===== src/hdl/msx_params.svh =====
`ifndef MSX_PARAMS_SVH
`define MSX_PARAMS_SVH

// Primary slots behind the PPI port A selector
`define MSX_NUM_SLOTS 4

// Page index comes from address bits 15:14
`define MSX_PAGE_BITS 2

// Slot memory address is {page, addr[7:0]}
// Address bits 13:8 alias inside a page
`define MSX_SLOT_AW 10

// 8255 PPI occupies ports A8..AB
`define MSX_PPI_BASE 8'hA8

`endif


===== src/hdl/msx_pkg.sv =====
`default_nettype none

package msx_pkg;

   // M1 wait generator states
   // W_WAIT is the single inserted wait T-state
   typedef enum logic [1:0] {
      W_IDLE = 2'd0,
      W_WAIT = 2'd1,
      W_HOLD = 2'd2
   } wait_state_t;

   // Source of an I/O read
   // IO_NONE means no PPI port answers this cycle
   typedef enum logic [1:0] {
      IO_NONE  = 2'd0,
      IO_PPI_A = 2'd1,
      IO_PPI_B = 2'd2,
      IO_PPI_C = 2'd3
   } io_dev_t;

endpackage

`default_nettype wire


===== src/hdl/cpu_data_mux.sv =====
`default_nettype none

`include "msx_params.svh"

module cpu_data_mux
   import msx_pkg::*;
(
   input  logic                           rd_n,
   input  io_dev_t                        rd_dev,
   input  logic [7:0]                     ppi_data,
   input  logic [`MSX_NUM_SLOTS-1:0]      slot_sel,
   input  logic [`MSX_NUM_SLOTS-1:0][7:0] slot_data,
   output logic [7:0]                     dout
);

   logic [7:0] slot_byte;
   logic       mem_rd;

   // Unselected slots contribute zero
   always_comb begin
      slot_byte = 8'h00;
      for (int i = 0; i < `MSX_NUM_SLOTS; i++) begin
         slot_byte = slot_byte | (slot_data[i] & {8{slot_sel[i]}});
      end
   end

   assign mem_rd = |slot_sel;

   // Open bus reads as FF
   always_comb begin
      if (rd_n) begin
         dout = 8'hFF;
      end else if (rd_dev != IO_NONE) begin
         dout = ppi_data;
      end else if (mem_rd) begin
         dout = slot_byte;
      end else begin
         dout = 8'hFF;
      end
   end

endmodule

`default_nettype wire


===== config.mk =====
export PLATFORM = sky130hd
export DESIGN_NAME = cpu_data_mux
export DESIGN_NICKNAME = d
export VERILOG_FILES = /design/src/hdl/msx_pkg.sv /design/src/hdl/cpu_data_mux.sv
export VERILOG_INCLUDE_DIRS = /design/src /design/src/hdl
export SDC_FILE = /design/constraint.sdc
export NUM_CORES = 1
export LEC_CHECK = 0
export BUFFER_PORTS_ARGS = -buffer_cell sky130_fd_sc_hd__buf_2
export CELL_PAD_IN_SITES_DETAIL_PLACEMENT = 0
export CELL_PAD_IN_SITES_GLOBAL_PLACEMENT = 1
export CORE_UTILIZATION = 14
export DETAILED_ROUTE_END_ITERATION = 12
export GPL_ROUTABILITY_DRIVEN = 0
export PLACE_DENSITY = 0.9
export SLEW_MARGIN = 20
export SYNTH_ARGS = -nofsm -noshare
export SYNTH_HDL_FRONTEND = slang
export SYNTH_SLANG_ARGS = --single-unit

===== constraint.sdc =====
create_clock -name vclk -period 1.05
set_clock_uncertainty 0.2 [all_clocks]
set_input_delay 0 -clock vclk [all_inputs]
set_output_delay 0 -clock vclk [all_outputs]
set_load 0.005 [all_outputs]

Word level (Yosys, flattened, before mapping). Cells that the tools add are included.

Bits in registers: 0. Input port bits: 47. Word-level logic and storage cells: 12.

Reduce and logical (&&, ||, !) cells: 2. Bitwise operators: 7. Muxes and demuxes: 3.

Operators with widths (number): $and 8x8->8 (4); $mux 8 (3); $or 8x8->8 (3); $reduce_or 4->1 (1); $reduce_bool 2->1 (1).

Logic depth before layout (Yosys ltp).
Depth in word-level cells: 7. Gate-level depth with buffers: 4.

Worst setup path after synthesis. No wires, ideal clock.

Kind: in2out. Start point: input port slot_sel[0]. End point: output port dout[0]. Cell stages on the path: 4. Buffers on the path: 1. Arrival time: 0.682 ns. Setup slack: 0.168 ns. Required time: 0.850 ns. Cell sequence: buf_4 -> nor4_4 -> nor4_4 -> a31oi_1.

Longest elaborated chain between the ends: 7.

Ends and longest elaborated chain: from (decl) (line cpu_data_mux.sv:11) `` input logic [`MSX_NUM_SLOTS-1:0] slot_sel, ``; $and 8x8->8 (line cpu_data_mux.sv:23) `slot_byte = slot_byte | (slot_data[i] & {8{slot_sel[i]}});`; $or 8x8->8 (3 in a row) (line cpu_data_mux.sv:23); $mux 8 * (line cpu_data_mux.sv:35) `end else if (mem_rd) begin`; $mux 8 * (line cpu_data_mux.sv:33) `end else if (rd_dev != IO_NONE) begin`; $mux 8 * (line cpu_data_mux.sv:31) `if (rd_n) begin`; to (decl) (line cpu_data_mux.sv:13) `output logic [7:0] dout`.

Mark *: on every way between the ends. The rest lies on a longest branch, timed or not.

Worst setup path in the final report.
Start point: input port slot_sel[3]. End point: output port dout[5].

Longest elaborated chain between the ends: 5.

Ends and longest elaborated chain (line): $and 8x8->8 (cpu_data_mux.sv:23); $or 8x8->8 (cpu_data_mux.sv:23); $mux 8 * (cpu_data_mux.sv:35); $mux 8 * (cpu_data_mux.sv:33); $mux 8 * (cpu_data_mux.sv:31).

Marks and branches as above.

==> summary.md <==
| Metric | Value |
|---|---|
| Worst rel slew slack | 0.826 |
| Final net count | 146 |
| Fmax | between 800 and 900 MHz |
| Vias per Instance | about 4.7 |
| Max-cap violations | 0 |
| Non-Filler Instances | 122 |
| Area Growth Syn to Fin | 126% |
| Final setup viols | 8 |
| Sw frac | 0.420 |
| Global-route wire length before repair | around 1900 µm |
| Failing checks | negative setup slack |
| Post-route setup slack | -0.0767 ns |
| Row Count | 15 |
| YS warnings | 0 |
| Die area | approximately 0.0022 mm² |
| Synth area leader | a22oi_1 |
| Yosys cell types | 8 |
| Layout cell share with drive strength beyond 1 | 0.660 |
| Number of diodes | 0 |
| Unrepaired setup endpoints after global routing | true |
| Final slew viol count | 0 |
| Routed Wire Length | between 1500 and 2000 µm |
| Vias in the first global route | a little over 500 |
| Largest cells by area after synthesis | a22oi_1 43%, a31oi_1 18%, nor4_4 15% |
| Drt first pass iters | 4 |
| Via count | between 500 and 600 |
| Worst-path maximum fanout | 6 |
| Combinational share of power | 1.000 |
| Post-synth top area share | 0.430 |
| Most frequent cells in the layout | 52 x buf_2, 16 x a22oi_1, 8 x nor2_1, 8 x a31oi_1, 7 x buf_4 |
| Cells after Synth | 39 |
| Power per cell area | between 300 and 400 mW/mm² |
| Outcome | finished, violations left |
| Cell Area, Synth | approximately 280 µm² |
| Clock share of power | 0 |
| Critical path launch point type | input port |
| Worst vdd ir | around 130 µV |
| Sequential-to-total area share from yosys stat | 0 |
| Leakage power | ~0.00032 µW |
| Hold Crit Class | in -> out |
| Crit Path Category | in -> out |
| Die X | about 47 µm |
| Endpoints failing hold | 0 |
| Mean Syn Cell Area | between 7 and 8 µm² |
| I/O pin total | 55 |
| Largest net degree at the start of global routing | 9 |
| CLK BUF | 0 |
| Initial drt markers | 17 |
| Synthesized Nets | 86 |
| Post-route setup TNS | -0.397 ns |
| Initial antenna violation count | 0 |
| CP arrival | 0.93 ns |
| Setup crit end kind | output port |
| Core box area | between 0.0015 and 0.002 mm² |
| Worst endpoint required time | between 0.8 and 0.9 ns |
| GRT overflow | 0 |
| Routed length per instance | 12.3 µm |
| FF+latch count | 0 |
| Placed insts | approximately 120 |
| Storage cell area | 0 µm² |
| Total power | 237 µW |
| Die Y | around 47 µm |
| Input/output buffers | between 50 and 60 |
| Hold WS | ~0.14 ns |
| Int Power | 137 µW |
| Worst-Margin Slew | 0.259 ns |
| Starting Density | 0.155 |
| Flop pwr share | 0 |
| Post-route DRC | 0 |
| Tmin final | around 1.1 ns |
| Total GRT Usage | 0.121 |
| Tcrit/Tclk final | 1.07 |
| Detail Route Antenna Nets | 0 |
| Commonest non-fill, non-tap cell in the layout | buf_2 |
| Sw power | about 100 µW |
==> power groups by stage <==
stage                     clock [µW]  combinational (µW)  sequential [µW]
after detailed placement           0                 230                0
final                              0                 237                0
after global placement             0                 226                0
after global routing               0                 262                0
after CTS                          0                 235                0
after floorplan                    0                93.3                0
==> stage by stage <==
stage               cell area (µm²)  worst slack [ns]   util
floorplan                       279             0.168      -
global placement                609           -0.0608  0.338
detailed placement              609           -0.0755  0.338
CTS                             622           -0.0633  0.345
global route                    632            -0.127  0.351
finish                          632           -0.0767  0.351
==> cells by family (layout without fill, tap and decap cells) <==
kind of cell,after synthesis,after routing,synth area share
and+or+nand+nor,10,10,0.260
buffers and inverters,4,62,0.103
AOI/OAI and AO/OA,25,25,0.637
==> critical path, stage by stage <==
cell and delay, ns:
buf_8 0.10, nor4_4 0.31, nor4_4 0.08, buf_4 0.16, a31oi_1 0.15, buf_2 0.13
==> Yosys cell counts, drive strengths merged <==
cell type  number
a22oi          16
nor2            8
o21bai          1
a31oi           8
nor4            2
buf             4
==> what timing repair did <==
item / 4_1_cts / 5_1_grt
pin swaps: 2 / 3
endpoints found under the setup margin: 8 / 8
hold buffers: 0 / 0
resized for setup: 3 / 3
setup buffers: 0 / 0
==> area by class of cell <==
class / instances / area, µm²
fill: 206 / 1170
tap: 25 / 31.3
timing repair buffer: 62 / 350
multi-input combinational: 35 / 250
==> layer usage <==
layer  wire length, µm  global-route usage  vias to the layer above
met5                 0                   0                        -
met4                 0             0.00571                        0
met3               132             0.00784                        0
met2               773               0.256                       33
met1               597               0.131                      259
li1                  -                   -                      283
==> path summary, 6_finish.rpt <==
kind  slack (ns)  depth (start not counted)      end        start
max        -0.08                          6  dout[5]  slot_sel[3]
min         0.14                          4  dout[1]  ppi_data[1]
(Power assumes the default switching activity.)
