[src/hdl/msx_params.svh]
`ifndef MSX_PARAMS_SVH
`define MSX_PARAMS_SVH

// Primary slots behind the PPI port A selector
`define MSX_NUM_SLOTS 4

// Page index comes from address bits 15:14
`define MSX_PAGE_BITS 2

// Slot memory address is {page, addr[7:0]}
// Address bits 13:8 alias inside a page
`define MSX_SLOT_AW 10

// 8255 PPI occupies ports A8..AB
`define MSX_PPI_BASE 8'hA8

`endif

[src/hdl/msx_pkg.sv]
`default_nettype none

package msx_pkg;

   // M1 wait generator states
   // W_WAIT is the single inserted wait T-state
   typedef enum logic [1:0] {
      W_IDLE = 2'd0,
      W_WAIT = 2'd1,
      W_HOLD = 2'd2
   } wait_state_t;

   // Source of an I/O read
   // IO_NONE means no PPI port answers this cycle
   typedef enum logic [1:0] {
      IO_NONE  = 2'd0,
      IO_PPI_A = 2'd1,
      IO_PPI_B = 2'd2,
      IO_PPI_C = 2'd3
   } io_dev_t;

endpackage

`default_nettype wire

[src/hdl/ppi_regs.sv]
`default_nettype none

module ppi_regs
   import msx_pkg::*;
(
   input  logic       clk21m,
   input  logic       exwait_n,
   input  logic [7:0] addr,
   input  logic [7:0] din,
   input  logic       iorq_n,
   input  logic       m1_n,
   input  logic       rd_n,
   input  logic       wr_n,
   input  logic [7:0] kb_data,
   output logic [7:0] port_a,
   output logic [7:0] port_c,
   output logic       map_valid,
   output io_dev_t    rd_dev,
   output logic [7:0] ppi_data
);

`include "msx_params.svh"

   localparam logic [7:0] PPI_BASE = `MSX_PPI_BASE;

   logic io_cycle;
   logic ppi_hit;
   logic ppi_wr;
   logic ppi_rd;

   // Interrupt acknowledge also pulls iorq_n, so M1 must be high
   assign io_cycle = !iorq_n && m1_n;
   assign ppi_hit  = io_cycle && (addr[7:2] == PPI_BASE[7:2]);
   assign ppi_wr   = ppi_hit && !wr_n;
   assign ppi_rd   = ppi_hit && !rd_n;

   always_ff @(posedge clk21m or negedge exwait_n) begin
      if (!exwait_n) begin
         port_a    <= 8'h00;
         port_c    <= 8'h00;
         map_valid <= 1'b0;
      end else if (ppi_wr) begin
         // Slot map is undefined until software touches the PPI
         map_valid <= 1'b1;
         case (addr[1:0])
            2'd0: begin
               port_a <= din;
            end
            2'd2: begin
               port_c <= din;
            end
            2'd3: begin
               // Bit 7 set is a mode word, no effect here
               if (!din[7]) begin
                  port_c[din[3:1]] <= din[0];
               end
            end
            default: begin
               // Port B is input only
            end
         endcase
      end
   end

   // Read decode, control port is write only
   always_comb begin
      rd_dev = IO_NONE;
      if (ppi_rd) begin
         case (addr[1:0])
            2'd0:    rd_dev = IO_PPI_A;
            2'd1:    rd_dev = IO_PPI_B;
            2'd2:    rd_dev = IO_PPI_C;
            default: rd_dev = IO_NONE;
         endcase
      end
   end

   always_comb begin
      case (rd_dev)
         IO_PPI_A: ppi_data = port_a;
         IO_PPI_B: ppi_data = kb_data;
         IO_PPI_C: ppi_data = port_c;
         default:  ppi_data = 8'hFF;
      endcase
   end

   a_io_rd_wr_excl: assert property (
      @(posedge clk21m) disable iff (!exwait_n)
      io_cycle |-> (rd_n || wr_n)
   ) else $error("rd_n and wr_n both low in an I/O cycle");

endmodule

`default_nettype wire

[config.mk]
export PLATFORM = sky130hd
export DESIGN_NAME = ppi_regs
export DESIGN_NICKNAME = d
export VERILOG_FILES = /design/src/hdl/msx_pkg.sv /design/src/hdl/ppi_regs.sv
export VERILOG_INCLUDE_DIRS = /design/src /design/src/hdl
export SDC_FILE = /design/constraint.sdc
export NUM_CORES = 1
export LEC_CHECK = 0
export ABC_AREA = 1
export BUFFER_PORTS_ARGS = -buffer_cell sky130_fd_sc_hd__buf_2
export CELL_PAD_IN_SITES_DETAIL_PLACEMENT = 1
export CELL_PAD_IN_SITES_GLOBAL_PLACEMENT = 1
export CORE_UTILIZATION = 30
export CTS_BUF_LIST = sky130_fd_sc_hd__clkbuf_16
export CTS_CLUSTER_SIZE = 30
export DETAILED_ROUTE_END_ITERATION = 8
export MAX_ROUTING_LAYER = met4
export PLACE_DENSITY = 0.85
export SLEW_MARGIN = 0
export SYNTH_ARGS = -nofsm -noshare
export SYNTH_HDL_FRONTEND = slang
export SYNTH_SLANG_ARGS = --single-unit
[constraint.sdc]
create_clock -name clk21m -period 3.1 [get_ports clk21m]
set_clock_uncertainty 0.2 [all_clocks]
set_input_delay 0.155 -clock clk21m [delete_from_list [all_inputs] [get_ports clk21m]]
set_output_delay 0.155 -clock clk21m [all_outputs]
set_load 0.02 [all_outputs]
# Word-level counts from Yosys, hierarchy flattened
# Cells that the tools add are included.
word_totals:
  wordCells: 33
  reg_bits: 17
op_classes:
  eq_ne: 8
  reduce_logical: 12
  mux: 8
  order_cmp: 2
op_table:
  columns: ["operator", "n"]
  rows:
  - ["$pmux W8 S3", 1]
  - ["$pmux W8 S2", 1]
  - ["$bwmux W8", 1]
  - ["$eq A2 B2 Y1 const B", 4]
  - ["$mux W8", 1]
  - ["$eq A6 B6 Y1 const B", 1]
  - ["$pmux W2 S3", 1]
  - ["$logic_and A1 B1 Y1", 5]
  - ["$eq A2 B1 Y1 const B", 2]
  - ["$lt A3 B4 Y1 const B", 1]
  - ["$demux W1 S3", 1]
  - ["$ge A3 B1 Y1 const B", 1]
  - ["$logic_not A1 Y1", 3]
  - ["$reduce_and A3 Y1", 1]
  - ["$logic_not A2 Y1", 1]
  - ["$mux W2", 1]
  - ["$ne A2 B2 Y1 const B", 1]
  - ["$reduce_and A2 Y1", 1]
  - ["$reduce_bool A2 Y1", 1]
  - ["$mux W1", 1]

# Depth between registers and ports, before layout
depth:
  ltp_word: 7
  ltp_mapped: 9
  mapped_depth_nobuf: 9

# Least setup slack after synthesis
# OpenSTA, ideal clock, no wires.
synth_timing:
  kind: "in2out"
  start: "input port addr[0]"
  end: "output port ppi_data[1]"
  path_slack_ns: 1.534
  stages: 7
  arrival_ns: 1.211
  path_cell_list: "inv_1 ha_1 inv_1 nand2_2 inv_1 nand4_1 nand3_1"
synth_between:
  elab_chain_cells: 5
synth_lines:
  columns: ["item", "line_no", "text"]
  rows:
  - ["start: declaration", "ppi_regs.sv:8", "input logic [7:0] addr,"]
  - ["$eq A2 B2 Y1, or another cell as far along", "ppi_regs.sv:69", "case (addr[1:0])"]
  - ["$pmux W2 S3 *", "ppi_regs.sv:69", null]
  - ["$mux W2 *", "ppi_regs.sv:68", "if (ppi_rd) begin"]
  - ["$eq A2 B2 Y1 or $eq A2 B1 Y1 (tied branches)", "ppi_regs.sv:79", "case (rd_dev)"]
  - ["$pmux W8 S3 *", "ppi_regs.sv:79", null]
  - ["end: declaration", "ppi_regs.sv:19", "output logic [7:0] ppi_data"]
# Every way passes the cells marked *; elsewhere a longest branch is shown, timed or not.

# Worst setup path after layout
layout_timing:
  start: "input port addr[0]"
  end: "output port ppi_data[5]"
# Same word-level chain as after synthesis.

==> impl_metrics.toml <==
[worst_setup_path]
worstPathArrival_ns = 1.59
ff2ff_path_depth = 1
crit_fanout = 10
reg2reg_from = "map_valid$_DFFE_PN0N_"
rr_endpoint = "map_valid$_DFFE_PN0N_"
path_common_cell = "inv_1"
cp-end-kind = "primary output"
cpMaxStageDelayCell = "inv_1"
startpoint_type = "input pin"
rrSetupSlack_ns = 2.13
required_ns = 2.74
cp_cell_sequence = "buf_2, inv_1, ha_1, inv_1, nand2_2, inv_1, nand4_1, nand3_1, buf_2"
critPathKind = "in -> out"
slowest_delay_ns = 0.24

[cells_and_area]
diodes = 0
final_util = 0.419
mostFrequentLayoutCell = "buf_2"
final_cell_mix = "56 x buf_2, 34 x nand2_1, 22 x inv_1, 21 x nand3_1, 20 x o21ai_0"
drive_gt1_frac = 0.331
num-nets-final = 273
syn2layout_area_growth_pct = 31.4

[placement]
gp_congestion = 0.840
portBuffers = 56
dp_hpwl_um = 3270

[yosys]
syn_area_per_cell_um2 = 7.19
yosysSeqAreaShare = 0.327
synth_area_um2 = 1300
ys_types = 26
synth-seq-cells = 17
yosys_warnings = 0
netlist_instances = 181
postSynthNetCount = 214

[clock_tree]
cts.sinks = 17
clk_latency_ns = 0.25
clk_pin_slew_ns = 0.05
cts-htree-levels = 1
cts_tree = "built"
clockRootBuffer = "clkbuf_16"
clock_path_buffers = 2
cts_made_buffers = 3
ctsHoldBuffers = 4
postCtsSetupBuffers = 0
cts_resized = 0

[global_routing]
antenna_found_initial = 0
busiest_layer = "met2"
use_met3 = 0.0100
grtUsageMet2 = 0.343
grt_pass1_wl_um = 6750
grt_pass1_vias = 1446
overflow = 0
grt_use_met1 = 0.251
grt.total_usage = 0.199
grt_max_degree = 18

[min_path]
holdPathEnd = "port_a[7]$_DFFE_PN0P_"
hp-start = "din[7]"
hold_path_depth = 3
worstHoldPathType = "in -> reg"

[pwr]
vdd_drop_max_uv = 152
power_density_nw_per_um2 = 343
p_leak_nw = 0.901

[detailed_routing]
wl_um = 4050
avgRoutedWirePerCell_um = 14.0
via_per_inst = 5.10
drt_iter0_drc = 57
first_pass_iters = 4
final_antenna_net_count = 0
drc_errors = 0
vias = 1475

[sta]
period_share = 0.628
fin_setup_tns_ns = 0
tightestPinTransition_ns = 0.576
fmax_mhz = 514
period_needed_ns = 1.95
relSlewSlack = 0.616
hold_viol_final = 1
timing.hold.ws_ns = -0.00961
slew_viol_final = 0
grt_setup_unrepaired = "false"
finalSetupViolCount = 0

[die]
die-area_um2 = 4600
pin_count = 57
design.core.area_um2 = 4090
initial_utilization = 0.318
die-width_um = 67.9
die_h_um = 67.9
std_cell_rows = 23

[outcome]
violations = "negative hold slack"
status = "finished with violations"

[job]
cap_violations = 0
==> cells by family (layout without fill, tap and decap cells) <==
logic type,after synthesis,count (layout),synth area share
buffers and inverters,28,86,0.104
AND/OR/NAND/NOR,100,100,0.404
flip-flops,17,17,0.327
AO/OA/AOI/OAI,33,33,0.137
adder cells (fa/ha/maj),3,3,0.0288
==> worst max path at each step <==
stage | slack, ns | cells after the start | from | to
floorplan | 1.53 | 7 | addr[0] | ppi_data[1]
global placement | 1.21 | 9 | addr[0] | ppi_data[4]
detailed placement | 1.12 | 7 | addr[1] | port_c[1]$_DFFE_PN0P_
CTS | 1.15 | 9 | addr[0] | ppi_data[5]
global route | 0.96 | 9 | addr[0] | ppi_data[0]
finish | 1.15 | 9 | addr[0] | ppi_data[5]
==> layer usage <==
metal / up-vias / wire length, um
met3: 7 / 113
li1: 735 / -
met4: 0 / 68
met1: 698 / 1870
met2: 35 / 1990
met5: - / 0
==> cell usage after synthesis, drive strengths merged <==
master  number  area (um2)
nor2        19         123
nand2       39         164
nand4       18         113
clkbuf       1        3.75
nand3       22         115
dfrtp       17         425
or2          1        6.26
ha           3        37.5
inv         22        82.6
o21ai       21         105
a21oi       11        66.3
nor3         1        5.00
buf          5        48.8
a31oi        1        6.26
==> per-stage QoR <==
step                instances  hold slack [ns]  area, um2  total power [mW]  worst slack (ns)
global placement          281           -0.108       1590             0.330              1.21
detailed placement        281           -0.102       1590             0.334              1.12
floorplan                 181           -0.341       1300             0.288              1.53
finish                    289         -0.00961       1710             0.586              1.15
CTS                       289          0.00438       1710             0.591              1.15
global route              289           0.0158       1710             0.614             0.961
==> power by group <==
| part | internal [mW] | switching (mW) | leakage (nW) |
|---|---|---|---|
| Combinational | 0.0350 | 0.0673 | 0.623 |
| Clock | 0.171 | 0.0815 | 0.0423 |
| Sequential | 0.227 | 0.00423 | 0.236 |
| Total | 0.433 | 0.153 | 0.901 |
==> final cells by class <==
type	instances	area [um2]
fill	556	2380
multi-input combinational	136	741
sequential	17	425
timing repair buffer	60	320
inverter	22	82.6
clock buffer	3	75.1
tap	50	62.6
clock inverter	1	3.75
==> worst max-delay path, delay by kind of cell <==
family / cells / cell delay (ns)
AND/OR/NAND/NOR: 3 / 0.46
buffers and inverters: 5 / 0.79
adder cells (fa/ha/maj): 1 / 0.19
==> sequential cells by signal, summed over array words and instances (netlist names) <==
register	count
map_valid	1
port_c	8
port_a	8
Note: power is estimated with default switching activity, not from simulation.
